File: config.mk
export PLATFORM = sky130hd
export DESIGN_NAME = nbody_bus_regs
export DESIGN_NICKNAME = d
export VERILOG_FILES = /design/src/verilog/nbody_pkg.sv /design/src/verilog/nbody_bus_regs.sv
export SDC_FILE = /design/constraint.sdc
export NUM_CORES = 1
export LEC_CHECK = 0
export BUFFER_PORTS_ARGS = -buffer_cell sky130_fd_sc_hd__buf_2
export CORE_AREA = 2 2 270 272
export DETAILED_ROUTE_END_ITERATION = 12
export DIE_AREA = 0 0 272 274
export PLACE_DENSITY = 0.33
export SETUP_SLACK_MARGIN = 0.05
export SYNTH_ARGS = -nofsm -noshare
export SYNTH_HDL_FRONTEND = slang
export SYNTH_SLANG_ARGS = --single-unit
File: constraint.sdc
create_clock -name clk -period 2.8 [get_ports clk]
set_input_delay 0.56 -clock clk [delete_from_list [all_inputs] [get_ports clk]]
set_output_delay 0.56 -clock clk [all_outputs]
set_load 0.02 [all_outputs]
File: src/verilog/nbody_pkg.sv
/*
 * N-body accelerator shared definitions
 * Widths, bus address regions, body memory row layout, memory request
 * format and the engine state encoding used across the design.
 */
package nbody_pkg;

    localparam int DATA_W     = 64;
    localparam int EXT_W      = 32;
    localparam int ADDR_W     = 16;
    localparam int BODY_IDX_W = 9;

    typedef logic [DATA_W-1:0]     data_t;
    typedef logic [EXT_W-1:0]      ext_data_t;
    typedef logic [BODY_IDX_W-1:0] body_idx_t;

    // Upper address bits select a region, lower bits a body
    typedef enum logic [ADDR_W-BODY_IDX_W-1:0] {
        GO       = 7'h00,
        READ     = 7'h01,
        N_BODIES = 7'h02,
        GAP      = 7'h03,
        X_LO     = 7'h04,
        X_HI     = 7'h05,
        Y_LO     = 7'h06,
        Y_HI     = 7'h07,
        VX_LO    = 7'h0A,
        VX_HI    = 7'h0B,
        VY_LO    = 7'h0C,
        VY_HI    = 7'h0D,
        DONE     = 7'h40,
        RD_X_LO  = 7'h41,
        RD_X_HI  = 7'h42,
        RD_Y_LO  = 7'h43,
        RD_Y_HI  = 7'h44
    } region_e;

    // One bit per lane of a body row
    typedef logic [3:0] lane_mask_t;

    localparam lane_mask_t MASK_X  = 4'b0001;
    localparam lane_mask_t MASK_Y  = 4'b0010;
    localparam lane_mask_t MASK_VX = 4'b0100;
    localparam lane_mask_t MASK_VY = 4'b1000;

    typedef struct packed {
        data_t x;
        data_t y;
        data_t vx;
        data_t vy;
    } body_state_t;

    // Read uses idx, write uses wr_idx so a pipeline can do both per cycle
    typedef struct packed {
        logic        rd_en;
        body_idx_t   idx;
        body_idx_t   wr_idx;
        lane_mask_t  wr_mask;
        body_state_t wdata;
    } mem_req_t;

    typedef enum logic [1:0] {
        IDLE,
        READ_PASS,
        FINISH
    } run_state_e;

endpackage

File: src/verilog/nbody_bus_regs.sv
/*
 * N-body bus register block
 * Decodes the memory-mapped bus, holds GO/READ/N_BODIES/GAP, stages the
 * lower half of 64-bit writes and turns half writes and position reads
 * into body memory requests. Read data is returned the cycle after a read.
 */
`timescale 1ns/1ps

module nbody_bus_regs (
    input  logic                  clk,
    input  logic                  rst,
    input  logic                  chipselect_i,
    input  logic                  write_i,
    input  logic                  read_i,
    input  logic [nbody_pkg::ADDR_W-1:0] addr_i,
    input  nbody_pkg::ext_data_t  writedata_i,
    input  nbody_pkg::body_state_t mem_rsp_i,
    input  logic                  bus_granted_i,
    input  logic                  busy_i,
    input  logic                  done_i,
    output nbody_pkg::ext_data_t  readdata_o,
    output nbody_pkg::mem_req_t   bus_req_o,
    output logic                  go_o,
    output logic                  read_ack_o,
    output nbody_pkg::body_idx_t  n_bodies_o,
    output nbody_pkg::data_t      gap_o
);

    nbody_pkg::region_e   region;
    logic                 wr;
    logic                 rd;
    nbody_pkg::ext_data_t staged;
    nbody_pkg::data_t     full_word;
    logic                 rd_pending_q;
    nbody_pkg::region_e   rd_region_q;
    nbody_pkg::ext_data_t rd_sel;
    nbody_pkg::ext_data_t readdata_hold_q;

    assign region = nbody_pkg::region_e'(addr_i[nbody_pkg::ADDR_W-1:nbody_pkg::BODY_IDX_W]);
    assign wr     = chipselect_i & write_i;
    assign rd     = chipselect_i & read_i;

    // Control registers
    always_ff @(posedge clk or posedge rst) begin
        if (rst) begin
            go_o       <= 1'b0;
            read_ack_o <= 1'b0;
            n_bodies_o <= '0;
            gap_o      <= '0;
        end else if (wr) begin
            case (region)
                nbody_pkg::GO:   go_o       <= writedata_i[0];
                nbody_pkg::READ: read_ack_o <= writedata_i[0];
                // Run parameters are frozen while the engine is stepping
                nbody_pkg::N_BODIES: begin
                    if (!busy_i) begin
                        n_bodies_o <= writedata_i[nbody_pkg::BODY_IDX_W-1:0];
                    end
                end
                nbody_pkg::GAP: begin
                    if (!busy_i) begin
                        gap_o <= nbody_pkg::data_t'(writedata_i);
                    end
                end
                default: ;
            endcase
        end
    end

    // Lower half staging
    always_ff @(posedge clk) begin
        if (wr && (region == nbody_pkg::X_LO || region == nbody_pkg::Y_LO ||
                   region == nbody_pkg::VX_LO || region == nbody_pkg::VY_LO)) begin
            staged <= writedata_i;
        end
    end

    assign full_word = {writedata_i, staged};

    // Memory request from the bus side
    always_comb begin
        bus_req_o          = '0;
        bus_req_o.idx      = addr_i[nbody_pkg::BODY_IDX_W-1:0];
        bus_req_o.wr_idx   = addr_i[nbody_pkg::BODY_IDX_W-1:0];
        bus_req_o.wdata.x  = full_word;
        bus_req_o.wdata.y  = full_word;
        bus_req_o.wdata.vx = full_word;
        bus_req_o.wdata.vy = full_word;
        if (wr) begin
            case (region)
                nbody_pkg::X_HI:  bus_req_o.wr_mask = nbody_pkg::MASK_X;
                nbody_pkg::Y_HI:  bus_req_o.wr_mask = nbody_pkg::MASK_Y;
                nbody_pkg::VX_HI: bus_req_o.wr_mask = nbody_pkg::MASK_VX;
                nbody_pkg::VY_HI: bus_req_o.wr_mask = nbody_pkg::MASK_VY;
                default:          bus_req_o.wr_mask = '0;
            endcase
        end
        bus_req_o.rd_en = rd && (region == nbody_pkg::RD_X_LO || region == nbody_pkg::RD_X_HI ||
                                 region == nbody_pkg::RD_Y_LO || region == nbody_pkg::RD_Y_HI);
    end

    // Remember what was read so the answer lines up with the memory response
    always_ff @(posedge clk or posedge rst) begin
        if (rst) begin
            rd_pending_q    <= 1'b0;
            rd_region_q     <= nbody_pkg::GO;
            readdata_hold_q <= '0;
        end else begin
            rd_pending_q <= rd;
            if (rd) begin
                rd_region_q <= region;
            end
            if (rd_pending_q) begin
                readdata_hold_q <= rd_sel;
            end
        end
    end

    always_comb begin
        case (rd_region_q)
            nbody_pkg::DONE:    rd_sel = nbody_pkg::ext_data_t'(done_i);
            nbody_pkg::RD_X_LO: rd_sel = mem_rsp_i.x[nbody_pkg::EXT_W-1:0];
            nbody_pkg::RD_X_HI: rd_sel = mem_rsp_i.x[nbody_pkg::DATA_W-1:nbody_pkg::EXT_W];
            nbody_pkg::RD_Y_LO: rd_sel = mem_rsp_i.y[nbody_pkg::EXT_W-1:0];
            nbody_pkg::RD_Y_HI: rd_sel = mem_rsp_i.y[nbody_pkg::DATA_W-1:nbody_pkg::EXT_W];
            default:            rd_sel = '1;
        endcase
        // A dropped position read reads as all ones
        if (rd_region_q != nbody_pkg::DONE && !bus_granted_i) begin
            rd_sel = '1;
        end
    end

    assign readdata_o = rd_pending_q ? rd_sel : readdata_hold_q;

endmodule

Word-level counts from Yosys, hierarchy flattened
Index checks and enable logic that the tools add are counted.
W data, S select, Z words.
{"block": "classes", "muxes": 5, "eq_ne": 21, "reduce_logical": 15, "bitwise": 3}
{"op": "$pmux W32 S5", "count": 1}
{"op": "$mux W32", "count": 2}
{"op": "$eq A7 B7 Y1 const B", "count": 9}
{"op": "$eq A7 B3 Y1 const B", "count": 4}
{"op": "$eq A7 B4 Y1 const B", "count": 4}
{"op": "$pmux W4 S4", "count": 1}
{"op": "$eq A7 B2 Y1 const B", "count": 2}
{"op": "$eq A7 B1 Y1 const B", "count": 1}
{"op": "$logic_not A7 Y1", "count": 1}
{"op": "$ne A7 B7 Y1 const B", "count": 1}
{"op": "$logic_or A1 B1 Y1", "count": 6}
{"op": "$reduce_and A3 Y1", "count": 2}
{"op": "$mux W4", "count": 1}
{"op": "$reduce_and A2 Y1", "count": 2}
{"op": "$logic_and A1 B1 Y1", "count": 3}
{"op": "$and A1 B1 Y1", "count": 2}
{"op": "$logic_not A1 Y1", "count": 1}
{"op": "$not A1 Y1", "count": 1}
{"block": "word_totals", "out_inout_bits": 386, "register_bits": 115, "inputBits": 312, "wordCells": 52}

Longest topological paths before layout
Gate-level depths: netlist (run 1).
{"block": "logic_depth", "word_depth": 5, "ltp_mapped": 7, "depth_no_buf": 4}

Least setup slack after synthesis (run 1)
OpenSTA, ideal clock, no wires.
{"block": "synth_path", "kind": "input-to-reg", "from": "input port addr_i[13] (netlist bit)", "to": "register staged[0] (enable)", "t_arrival_ps": 2655, "path_stages": 3, "setup_slack_ps": -287, "cell_sequence": "nor4b_4 -> nand3b_1 -> a21oi_1"}
{"block": "synth_between", "elab_chain_cells": 5}
{"element": "start: declaration", "line": "nbody_bus_regs.sv:15", "source": "input logic [nbody_pkg::ADDR_W-1:0] addr_i,"}
{"element": "$eq A7 B3 Y1", "line": "nbody_bus_regs.sv:72", "source": "if (wr && (region == nbody_pkg::X_LO || region == nbody_pkg::Y_LO ||"}
{"element": "$logic_or A1 B1 Y1 (2 in series)", "line": "nbody_bus_regs.sv:72"}
{"element": "$logic_or A1 B1 Y1 (*)", "line": "nbody_bus_regs.sv:73", "source": "region == nbody_pkg::VX_LO || region == nbody_pkg::VY_LO)) begin"}
{"element": "$logic_and A1 B1 Y1 (*)", "line": "nbody_bus_regs.sv:72"}
{"element": "end signal: assignment", "line": "nbody_bus_regs.sv:74", "source": "staged <= writedata_i;"}
{"element": "end: declaration", "line": "nbody_bus_regs.sv:32", "source": "nbody_pkg::ext_data_t staged;"}
Mark *: on every way between the ends. The rest lies on a longest branch, timed or not.
A chain may end at the register's enable or synchronous reset.

Worst setup path after layout (run 1)
{"block": "layout_path", "from": "register rd_region_q[5]", "to": "output port readdata_o[14]"}
{"block": "layout_between", "elab_chain_cells": 4}
{"element": "start: declaration", "line": "nbody_bus_regs.sv:35", "source": "nbody_pkg::region_e rd_region_q;"}
{"element": "start signal: assignment", "line": "nbody_bus_regs.sv:106", "source": "rd_region_q <= nbody_pkg::GO;"}
{"element": "start signal: assignment", "line": "nbody_bus_regs.sv:111", "source": "rd_region_q <= region;"}
{"element": "$eq A7 B7 Y1 / $ne A7 B7 Y1 (equally long branches)", "line": "nbody_bus_regs.sv:120, nbody_bus_regs.sv:129"}
{"element": "$pmux W32 S5 / $logic_and A1 B1 Y1 (equally long branches)", "line": "nbody_bus_regs.sv:120, nbody_bus_regs.sv:129"}
{"element": "$mux W32 (*)", "line": "nbody_bus_regs.sv:129", "source": "if (rd_region_q != nbody_pkg::DONE && !bus_granted_i) begin"}
{"element": "$mux W32 (*)"}
{"element": "end: declaration", "line": "nbody_bus_regs.sv:21", "source": "output nbody_pkg::ext_data_t readdata_o,"}
Marked as above.

==> reports/metrics.csv, run 1 <==
stage,metric,value,unit
power_and_ir_drop,power_leakage,4.84,nW
cells_and_area,fin_cells,1948,
detailed_routing,drtAntennaViolNets,0,
sta,min_period,2.88,ns
grt,grt_remaining_overflow,0,
power_and_ir_drop,combPwrFrac,0.225,
detailed_routing,drt-met1-wl,10800,um
detailed_routing,vias,5810,
cells_and_area,final_nets,1287,
floorplanning,die-width,272,um
power_and_ir_drop,p_sw,1.72,mW
floorplanning,fp.dieArea,74500,um^2
power_and_ir_drop,sw_frac_of_total,0.327,
power_and_ir_drop,ir_worst_vdd,0.300,mV
floorplanning,die_h,274,um
detailed_routing,drt-pass1-iter-count,4,
cells_and_area,area_growth,43.1,%
detailed_routing,vias_per_cell,2.98,
power_and_ir_drop,intPower,3.53,mW
detailed_routing,drcViolationCount,0,
clocking,cts_buffer_depth,2,
job,maxCapViolCount,0,
clocking,insertion_delay,0.47,ns
logic_synthesis,asyncSetResetFlopFracSynth,0.722,
worst_setup_path,rr_worst_depth,8,
sta,whs,0.203,ns
sta,tns,-1.16,ns
floorplanning,num_rows,99,
placement,portBuffers,510,
power_and_ir_drop,pwr-share-seq,0.352,
placement,dpl.hpwl,21500,um
worst_setup_path,r2r_end,readdata_hold_q[13],
status,outcome,"finished, violations left",
logic_synthesis,ys.flop_type,dfrtp_1,
status,violations,setup timing,
worst_setup_path,cp_data_arrival_time,2.32,ns
sta,tightest_slew,0.569,ns
placement,dp_cells,1893,
logic_synthesis,synth-seq-area-share,0.416,
floorplanning,initial_core_util,0.101,
clocking,cts.sinks,115,
detailed_routing,wl_met3,2970,um
power_and_ir_drop,p_total,5.25,mW
power_and_ir_drop,power_density,502,nW/um^2
logic_synthesis,synth_cells,672,
detailed_routing,wl,28700,um
clocking,cts_tree,done,
detailed_routing,wl_per_cell,14.7,um
clocking,path_clk_slew,0.06,ns
sta,setup_viol,21,
worst_setup_path,r2r_slack,0.81,ns
logic_synthesis,yosys_warnings,0,
grt,grt_pass1_vias,5615,
logic_synthesis,avgSynthCellArea,10.9,um^2
sta,max_clock_freq,347,MHz
placement,gp_congestion,0.741,
cells_and_area,drive_gt1_frac,0.683,
grt,grt_use_total,0.0748,
clocking,root_buffer,clkbuf_16,
sta,final_max_slew_viol_count,0,
sta,rsz0062_at_grt,yes,
detailed_routing,drt_iter0_markers,152,
logic_synthesis,synth_edf_count,32,
grt,antenna_found_initial,3,
clocking,htreeDepth,4,
worst_setup_path,end_kind,output port,
sta,slew_headroom,0.621,
logic_synthesis,syn-cell-area,7300,um^2
clocking,cts_made_buffers,17,
floorplanning,coreArea,72000,um^2
worst_setup_path,critical_path_class,reg -> out,
worst_setup_path,startpoint_type,flop,
worst_hold_path,hp-class,in -> async,
detailed_routing,highest_layer,met4,
worst_setup_path,rr_startpoint,rd_region_q[5],
logic_synthesis,ys_seq_elements,115,
worst_setup_path,critPathMaxFanout,12,
sta,hold_violations,0,
sta,min_period_over_period,1.03,
power_and_ir_drop,clkPwrFrac,0.423,
grt,grt_max_degree,84,
worst_setup_path,required,2.24,ns
logic_synthesis,ys_types,45,
detailed_routing,route.met2.wl,14100,um
sta,setup_slack,-0.0789,ns
sta,finalClockSkew,0.0118,ns
grt,grt_first_pass_wirelength,39000,um
cells_and_area,multiInputGateArea,2310,um^2
cells_and_area,fillCellCount,8167,
clocking,hold_buffers,0,
cells_and_area,ff_latch_area,3040,um^2
floorplanning,num_io_pins,698,
[cell type report]
| class | instances | area share |
|---|---|---|
| Antenna cell | 1 | 0.000240 |
| Clock buffer | 18 | 0.0420 |
| Clock inverter | 14 | 0.0127 |
| Inverter | 6 | 0.00240 |
| Multi-Input combinational cell | 277 | 0.222 |
| Sequential cell | 115 | 0.291 |
| Tap cell | 959 | 0.115 |
| Timing Repair Buffer | 558 | 0.315 |
[per-layer routing]
metal  GRT usage  up-vias
li1            -     2655
met1      0.0788     2753
met2       0.128      372
met3      0.0345       30
met4      0.0340        0
met5           0        -
[synth_stat cells, drive strengths merged (2+ instances only)]
cell type,n,share of area
buf,283,0.29
dfrtp,83,0.28
a22oi,49,0.050
mux2,48,0.089
nor2,45,0.023
edfxtp,32,0.13
clkbuf,22,0.011
o32a,18,0.025
nand2,10,0.0051
o22a,10,0.012
mux2i,9,0.012
o22ai,8,0.0069
inv,6,0.0031
nand3,6,0.0055
nor4,6,0.0072
o21ai,5,0.0034
a2bb2oi,4,0.0048
a31oi,4,0.0034
nor2b,4,0.0034
nand2b,2,0.0017
nor4b,2,0.0045
[cell usage in the layout (no fill, tap or decap), types with 2 or more instances in the layout]
cell type   count
buf_2         482
dfrtp_1        79
a22oi_1        49
nor2_1         42
buf_6          33
conb_1         32
edfxtp_1       32
mux2_4         30
buf_4          30
mux2_2         18
o32a_1         18
clkbuf_16      18
o22a_1         10
buf_12         10
mux2i_1         9
nand2_1         8
o22ai_2         8
inv_1           5
nor4_1          5
clkinvlp_4      5
o21ai_0         4
clkinv_4        4
dfrtp_2         4
nand3_1         3
a2bb2oi_1       3
a31oi_1         3
nor4b_4         2
nand3_2         2
nand2b_1        2
nor2b_1         2
nor2b_2         2
nor2_2          2
clkinv_2        2
buf_16          2
[state kept, by name, indices dropped and copies added (netlist names)]
register and flops:
rd_region_q 7, read_ack_o 1, gap_o 32, rd_pending_q 1
staged 32, readdata_hold_q 32, n_bodies_o 9, go_o 1
[timing repair]
item                                    4_1_cts  5_1_grt
cloned                                        2        1
buffers inserted                             18        2
gates resized for setup                      72       29
pin swaps                                    15       14
endpoints found under the setup margin       32       32
[how the worst max path moves through the flow]
stage	cells after the start	from	slack, ns	endpoint
floorplan	1	rst	0.10	gap_o[0]
global placement	6	rd_region_q[4]	0.17	readdata_o[8]
detailed placement	6	rd_region_q[4]	0.14	readdata_o[9]
CTS	6	rd_region_q[5]	-0.18	readdata_o[12]
global route	6	rd_region_q[5]	-0.21	readdata_o[8]
finish	6	rd_region_q[5]	-0.08	readdata_o[14]
[kinds of logic (layout without fill, tap and decap cells)]
| family | after synthesis | after routing | synth area share |
|---|---|---|---|
| DFF | 115 | 115 | 0.416 |
| buffers and inverters | 311 | 596 | 0.309 |
| adders and majority gates | 1 | 1 | 0.00137 |
| other | 1 | 33 | 0.000514 |
| AOI/OAI and AO/OA | 101 | 101 | 0.108 |
| and+or+nand+nor | 85 | 85 | 0.0614 |
| muxes | 57 | 57 | 0.102 |
| xor gates and xnor gates | 1 | 1 | 0.00120 |
[worst max-delay path, stage by stage (launching register included)]
cell,delay [ns]
dfrtp_1,0.39
or3b_4,0.44
nor2_4,0.13
nand3_4,0.15
buf_12,0.19
o32a_1,0.39
buf_6,0.15
[stage by stage]
stage          setup WS, ns  area, um^2   util
4_1_cts              -0.179       10300  0.143
3_3_place_gp          0.175        9280  0.129
5_1_grt              -0.207       10400  0.145
3_5_place_dp          0.143        9280  0.129
6_report            -0.0789       10400  0.145
2_1_floorplan         0.103        7420      -
[power by group through the flow]
stage | Combinational [mW] | Clock (mW) | Sequential, mW
4_1_cts | 1.18 | 2.38 | 1.85
6_report | 1.18 | 2.22 | 1.85
3_5_place_dp | 1.06 | 0 | 1.88
3_3_place_gp | 1.07 | 0 | 1.88
2_1_floorplan | 0.747 | 0 | 1.88
5_1_grt | 1.28 | 2.43 | 1.86
Power figures use the tool's default switching activity.
==> run 2, diff against run 1 <==
--- a/config.mk
+++ b/config.mk
@@ -9,7 +9,7 @@
 export CORE_AREA = 2 2 270 272
 export DETAILED_ROUTE_END_ITERATION = 12
 export DIE_AREA = 0 0 272 274
-export PLACE_DENSITY = 0.33
+export PLACE_DENSITY = 0.32
 export SETUP_SLACK_MARGIN = 0.05
 export SYNTH_ARGS = -nofsm -noshare
 export SYNTH_HDL_FRONTEND = slang
==> constraint.sdc (replaced) <==
create_clock -name clk -period 3.2 [get_ports clk]
set_input_delay 0.64 -clock clk [delete_from_list [all_inputs] [get_ports clk]]
set_output_delay 0.64 -clock clk [all_outputs]
set_load 0.02 [all_outputs]
==> reports/metrics.csv, run 2 (synthesized netlist as in run 1, its figures left out) <==
stage,metric,value,unit,change
status,outcome,finished clean,,"was finished, violations left"
detailed_routing,drt_iter0_markers,158,,was 152
floorplanning,fp.dieArea,74500,um^2,unchanged
placement,gp_congestion,0.741,,about the same
worst_setup_path,required,2.56,ns,was 2.24 ns
cells_and_area,top_regs,"gap_o x32, readdata_hold_q x32, staged x32",,unchanged
detailed_routing,vias_per_cell,3.01,,was 2.98
clocking,cts_made_buffers,17,,unchanged
worst_setup_path,rr_worst_depth,6,,was 8
detailed_routing,drcViolationCount,0,,unchanged
grt,busiest_layer,met2,,unchanged
worst_setup_path,slowest_delay,0.45,ns,was 0.44 ns
placement,portBuffers,510,,unchanged
clocking,hold_buffers,0,,unchanged
worst_setup_path,critical_path_class,reg -> out,,unchanged
grt,grt_first_pass_wirelength,39200,um,was 39000 um
cells_and_area,fin_cells,1922,,was 1948
cells_and_area,fillCellCount,8224,,was 8167
grt,use_met2,0.132,,was 0.128
sta,min_period,3.05,ns,
clocking,cts_buffer_depth,2,,unchanged
worst_setup_path,r2r_slack,1.24,ns,was 0.81 ns
floorplanning,die_h,274,um,unchanged
cells_and_area,area_growth,35.3,%,was 43.1%
power_and_ir_drop,ir_worst_vdd,0.207,mV,was 0.300 mV
clocking,cts.sinks,115,,unchanged
worst_setup_path,cpMaxStageDelayCell,or3_4,,was or3b_4
cells_and_area,ff_latch_area,3040,um^2,about the same
worst_hold_path,hp-class,in -> async,,unchanged
placement,dp_cells,1884,,was 1893
grt,met1_usage,0.0819,,was 0.0788
clocking,path_clk_slew,0.06,ns,about the same
floorplanning,initial_core_util,0.101,,unchanged
power_and_ir_drop,power_density,474,nW/um^2,was 502 nW/um^2
floorplanning,num_io_pins,698,,unchanged
sta,rsz0062_at_grt,yes,,unchanged
clocking,insertion_delay,0.46,ns,was 0.47 ns
sta,max_clock_freq,328,MHz,
worst_setup_path,r2r_end,readdata_hold_q[17],,was readdata_hold_q[13]
cells_and_area,final_common_cell,buf_2,,unchanged
sta,final_max_slew_viol_count,0,,unchanged
sta,slew_headroom,0.475,,was 0.621
worst_setup_path,path_cells,or3b_4 -> buf_12 -> or3_4 -> o22ai_1 -> o22a_1 -> buf_4,,was or3b_4 -> nor2_4 -> nand3_4 -> buf_12 -> o32a_1 -> buf_6
sta,finalClockSkew,0.00650,ns,was 0.0118 ns
placement,placed_cell_area,9150,um^2,was 9280 um^2
sta,setup_viol,0,,was 21
worst_setup_path,startpoint_type,flop,,unchanged
grt,antenna_found_initial,4,,was 3
detailed_routing,drtAntennaViolNets,0,,unchanged
worst_setup_path,crit_end,readdata_o[17],,was readdata_o[14]
sta,tns,0,ns,was -1.16 ns
cells_and_area,drive_gt1_frac,0.656,,was 0.683
worst_setup_path,startpoint,rd_region_q[4],,was rd_region_q[5]
detailed_routing,wl_per_cell,15.3,um,was 14.7 um
cells_and_area,layout_common_cells,"buf_2, dfrtp_1, a22oi_1",,unchanged
placement,dpl.hpwl,22700,um,was 21500 um
floorplanning,coreArea,72000,um^2,unchanged
power_and_ir_drop,power_leakage,4.58,nW,was 4.84 nW
worst_setup_path,cp_data_arrival_time,2.41,ns,was 2.32 ns
cells_and_area,multiInputGateArea,2190,um^2,was 2310 um^2
clocking,htreeDepth,4,,unchanged
worst_setup_path,rr_startpoint,rd_region_q[4],,was rd_region_q[5]
cells_and_area,final_nets,1260,,was 1287
sta,min_period_over_period,0.952,,
grt,grt_max_degree,54,,was 84
sta,hold_violations,0,,unchanged
grt,grt_remaining_overflow,0,,unchanged
clocking,root_buffer,clkbuf_16,,unchanged
sta,tightest_slew,0.788,ns,was 0.569 ns
detailed_routing,wl,29300,um,was 28700 um
worst_setup_path,critPathMaxFanout,19,,was 12
detailed_routing,drt-pass1-iter-count,4,,unchanged
grt,grt_pass1_vias,5407,,was 5615
job,maxCapViolCount,0,,unchanged
grt,grt_use_total,0.0761,,was 0.0748
floorplanning,die-width,272,um,unchanged
grt,met3_usage,0.0343,,was 0.0345
floorplanning,num_rows,99,,unchanged
clocking,cts_tree,done,,unchanged
worst_setup_path,end_kind,output port,,unchanged
detailed_routing,vias,5783,,was 5810
cells_and_area,fin_area,9880,um^2,was 10400 um^2
## run 2: cell types whose count changed in the layout (fill, tap and decap cells not counted), sizes merged
cell      before  now
buf          557  531
bufinv         1    4
clkbuf        19   20
clkinv         6    2
clkinvlp       5    4
diode          1    2
## run 2: worst min-delay path by stage
| stage | start | endpoint | slack (ns) |
|---|---|---|---|
| after floorplan | rd_region_q[6] | rd_region_q[6] | 0.49 |
| after global placement | readdata_hold_q[15] | readdata_hold_q[15] | 0.48 |
| after detailed placement | readdata_hold_q[0] | readdata_hold_q[0] | 0.49 |
| after CTS | rst | gap_o[27] | 0.18 |
| after global routing | rst | gap_o[27] | 0.20 |
| final | rst | gap_o[31] | 0.20 |
## run 2: repair_timing
item                                    in CTS  in global routing
gates resized for setup                     10                  6
endpoints found under the hold margin        0                  0
setup buffers                                2                  2
endpoints found under the setup margin      31                 22
pin swaps                                    3                  0
gates cloned                                 0                  0
## run 2: metrics by stage
| step | setup WS (ns) | util | hold WS (ns) | total power, mW |
|---|---|---|---|---|
| after detailed placement | 0.323 | 0.127 | 0.486 | 2.56 |
| final | 0.153 | 0.137 | 0.196 | 4.68 |
| after global routing | 0.0315 | 0.137 | 0.200 | 4.97 |
| after CTS | 0.0675 | 0.137 | 0.177 | 4.85 |
| after global placement | 0.280 | 0.127 | 0.480 | 2.56 |
| after floorplan | 0.423 | - | 0.486 | 2.30 |
## run 2: cell type report
cell class	count	area share
sequential	115	0.308
timing repair buffer	531	0.282
multi-input combinational	277	0.222
tap	959	0.121
clock buffer	20	0.0462
clock inverter	12	0.0180
inverter	6	0.00253
antenna	2	0.000507
## run 2: per-layer routing
metal / vias up / wire length [um]
met2: 362 / 14700
met5: - / 13
met1: 2786 / 11200
met4: 2 / 563
li1: 2604 / -
met3: 29 / 2810
## run 2: report_power, final
| group | leakage [nW] | switching [mW] | internal, mW |
|---|---|---|---|
| Clock | 0.299 | 0.808 | 1.34 |
| Sequential | 1.27 | 0.0412 | 1.57 |
| Combinational | 3.01 | 0.582 | 0.336 |
| Total | 4.58 | 1.43 | 3.25 |
## run 2: worst max-delay path, delay by kind of cell, from the launching register on
kind                   cells  cell delay (ns)
AND/OR/NAND/NOR            2             0.88
flip-flops                 1             0.39
AO/OA/AOI/OAI              2             0.35
buffers and inverters      2             0.33
==> run 3, diff against run 2 <==
--- a/config.mk
+++ b/config.mk
@@ -5,11 +5,11 @@
 export SDC_FILE = /design/constraint.sdc
 export NUM_CORES = 1
 export LEC_CHECK = 0
-export BUFFER_PORTS_ARGS = -buffer_cell sky130_fd_sc_hd__buf_2
 export CORE_AREA = 2 2 270 272
 export DETAILED_ROUTE_END_ITERATION = 12
 export DIE_AREA = 0 0 272 274
-export PLACE_DENSITY = 0.32
+export DONT_BUFFER_PORTS = 1
+export PLACE_DENSITY = 0.3
 export SETUP_SLACK_MARGIN = 0.05
 export SYNTH_ARGS = -nofsm -noshare
 export SYNTH_HDL_FRONTEND = slang
==> reports/metrics.csv, run 3 (synthesized netlist as in run 1, its figures left out) <==
stage,metric,value,unit,change
cells_and_area,ff_latch_area,3040,um^2,unchanged
clocking,root_buffer,clkbuf_16,,unchanged
worst_setup_path,crit_family,simple AND/OR/NAND/NOR gates,,unchanged
clocking,hold_buffers,0,,unchanged
clocking,htreeDepth,4,,unchanged
worst_setup_path,cp_data_arrival_time,2.37,ns,was 2.41 ns
worst_setup_path,startpoint_type,flop,,unchanged
floorplanning,fp.dieArea,74500,um^2,unchanged
cells_and_area,top_regs,"gap_o x32, readdata_hold_q x32, staged x32",,unchanged
clocking,cts.sinks,115,,unchanged
worst_setup_path,required,2.56,ns,about the same
status,outcome,finished clean,,unchanged
cells_and_area,layout_common_cells,"dfrtp_1, a22oi_1, nor2_1",,"was buf_2, dfrtp_1, a22oi_1"
detailed_routing,drtAntennaViolNets,0,,unchanged
power_and_ir_drop,p_total,4.32,mW,was 4.68 mW
sta,max_clock_freq,332,MHz,was 328 MHz
worst_setup_path,cpMaxStageDelayCell,or3_4,,unchanged
worst_setup_path,slowest_delay,0.49,ns,was 0.45 ns
detailed_routing,wl_per_cell,17.8,um,was 15.3 um
grt,grt_first_pass_wirelength,33400,um,was 39200 um
clocking,path_clk_slew,0.06,ns,about the same
cells_and_area,area_growth,2.06,%,was 35.3%
power_and_ir_drop,power_leakage,2.60,nW,was 4.58 nW
cells_and_area,final_common_cell,dfrtp_1,,was buf_2
placement,dpl.hpwl,19100,um,was 22700 um
cells_and_area,drive_gt1_frac,0.322,,was 0.656
grt,grt_max_degree,50,,was 54
worst_setup_path,end_kind,output port,,unchanged
cells_and_area,utilization,0.104,,was 0.137
sta,finalClockSkew,0.0112,ns,was 0.00650 ns
floorplanning,coreArea,72000,um^2,unchanged
floorplanning,initial_core_util,0.101,,unchanged
grt,use_met2,0.113,,was 0.132
power_and_ir_drop,ir_worst_vdd,0.205,mV,was 0.207 mV
sta,tns,0,ns,unchanged
grt,grt_use_total,0.0669,,was 0.0761
clocking,cts_made_buffers,17,,unchanged
job,maxCapViolCount,0,,unchanged
sta,tightest_slew,0.882,ns,was 0.788 ns
floorplanning,num_rows,99,,unchanged
clocking,cts_tree,done,,unchanged
worst_hold_path,hp-class,in -> async,,unchanged
sta,rsz0062_at_grt,no,,was yes
detailed_routing,drcViolationCount,0,,unchanged
sta,slew_headroom,0.414,,was 0.475
floorplanning,die-width,272,um,unchanged
placement,gp_congestion,0.679,,was 0.741
grt,antenna_found_initial,2,,was 4
sta,hold_violations,0,,unchanged
clocking,cts_buffer_depth,2,,unchanged
cells_and_area,fillCellCount,8264,,was 8224
sta,min_period_over_period,0.942,,was 0.952
detailed_routing,drt_iter0_markers,173,,was 158
cells_and_area,multiInputGateArea,2290,um^2,was 2190 um^2
worst_setup_path,path_buf_inv,1,,was 2
grt,met3_usage,0.0398,,was 0.0343
sta,final_max_slew_viol_count,0,,unchanged
cells_and_area,final_nets,759,,was 1260
detailed_routing,vias_per_cell,2.72,,was 3.01
worst_setup_path,critical_path_class,reg -> out,,unchanged
clocking,insertion_delay,0.46,ns,about the same
floorplanning,num_io_pins,698,,unchanged
power_and_ir_drop,power_density,580,nW/um^2,was 474 nW/um^2
floorplanning,die_h,274,um,unchanged
worst_setup_path,critPathMaxFanout,19,,unchanged
sta,min_period,3.01,ns,was 3.05 ns
grt,grt_pass1_vias,4072,,was 5407
detailed_routing,drt-pass1-iter-count,4,,unchanged
grt,grt_remaining_overflow,0,,unchanged
grt,busiest_layer,met2,,unchanged
worst_setup_path,path_cells,or3b_4 -> buf_6 -> or3_4 -> o22ai_1 -> o22a_2,,was or3b_4 -> buf_12 -> or3_4 -> o22ai_1 -> o22a_1 -> buf_4
placement,portBuffers,0,,was 510
grt,met1_usage,0.0659,,was 0.0819
detailed_routing,wl,25300,um,was 29300 um
sta,setup_viol,0,,unchanged
detailed_routing,vias,3870,,was 5783
run 3: cell types whose count changed in the layout (fill, tap and decap cells not counted), sizes merged:
| cell | delta |
|---|---|
| buf | -501 |
| clkbuf | -2 |
| clkinvlp | -2 |
| inv | +2 |
| clkinv | +2 |
run 3: through the flow:
stage	instance area, um^2	hold WS (ns)	std cells	worst slack, ns
after floorplan	7420	0.486	703	0.423
after global routing	7440	0.0938	1419	0.0792
after global placement	6650	0.505	1382	0.291
final	7450	0.0885	1421	0.186
after detailed placement	6650	0.515	1382	0.300
after CTS	7410	0.0538	1415	0.0446
run 3: cell type report:
cell class / instances / share of cell area
multi-input combinational: 277 / 0.308
inverter: 6 / 0.00336
clock buffer: 18 / 0.0576
antenna: 2 / 0.000672
timing repair buffer: 30 / 0.0346
tap: 959 / 0.161
sequential: 115 / 0.408
clock inverter: 14 / 0.0270
run 3: power by group:
| part | internal, mW | leakage, nW | switching (mW) | total, mW |
|---|---|---|---|---|
| Sequential | 1.57 | 1.27 | 0.0784 | 1.65 |
| Clock | 1.31 | 0.302 | 0.861 | 2.17 |
| Combinational | 0.182 | 1.03 | 0.316 | 0.498 |
| Total | 3.07 | 2.60 | 1.26 | 4.32 |
run 3: worst register-to-register path: stages, from the launching register on:
cell     delay [ns]
dfrtp_2        0.43
buf_4          0.18
nor2b_2        0.15
buf_4          0.21
a22oi_1        0.30
nor2_1         0.13
o32a_2         0.46
run 3: path summary, 6_finish.rpt:
| check | endpoint | from | depth (start not counted) | slack [ns] |
|---|---|---|---|---|
| max | readdata_o[15] | rd_region_q[4] | 5 | 0.19 |
| min | gap_o[11] | rst | 1 | 0.09 |
| max reg2reg | readdata_hold_q[19] | rd_region_q[1] | 6 | 1.20 |
| min reg2reg | rd_region_q[6] | rd_region_q[6] | 1 | 0.52 |
| max in group asynchronous | readdata_hold_q[26] | rst | 2 | 2.34 |
| min in group clk | staged[21] | writedata_i[21] | 0 | 0.27 |
run 3: what timing repair did:
item                                    CTS  global route
gates resized for setup                  30             3
pin swaps                                 4             3
buffers inserted                          1             4
endpoints found under the setup margin   29             8
run 3: layer usage:
layer / vias to the layer above / share of wire / routed length [um]
met2: 362 / 0.50 / 12500
met5: - / 0.00040 / 10
met3: 27 / 0.13 / 3250
li1: 1591 / - / -
met4: 2 / 0.023 / 584
met1: 1888 / 0.35 / 8880
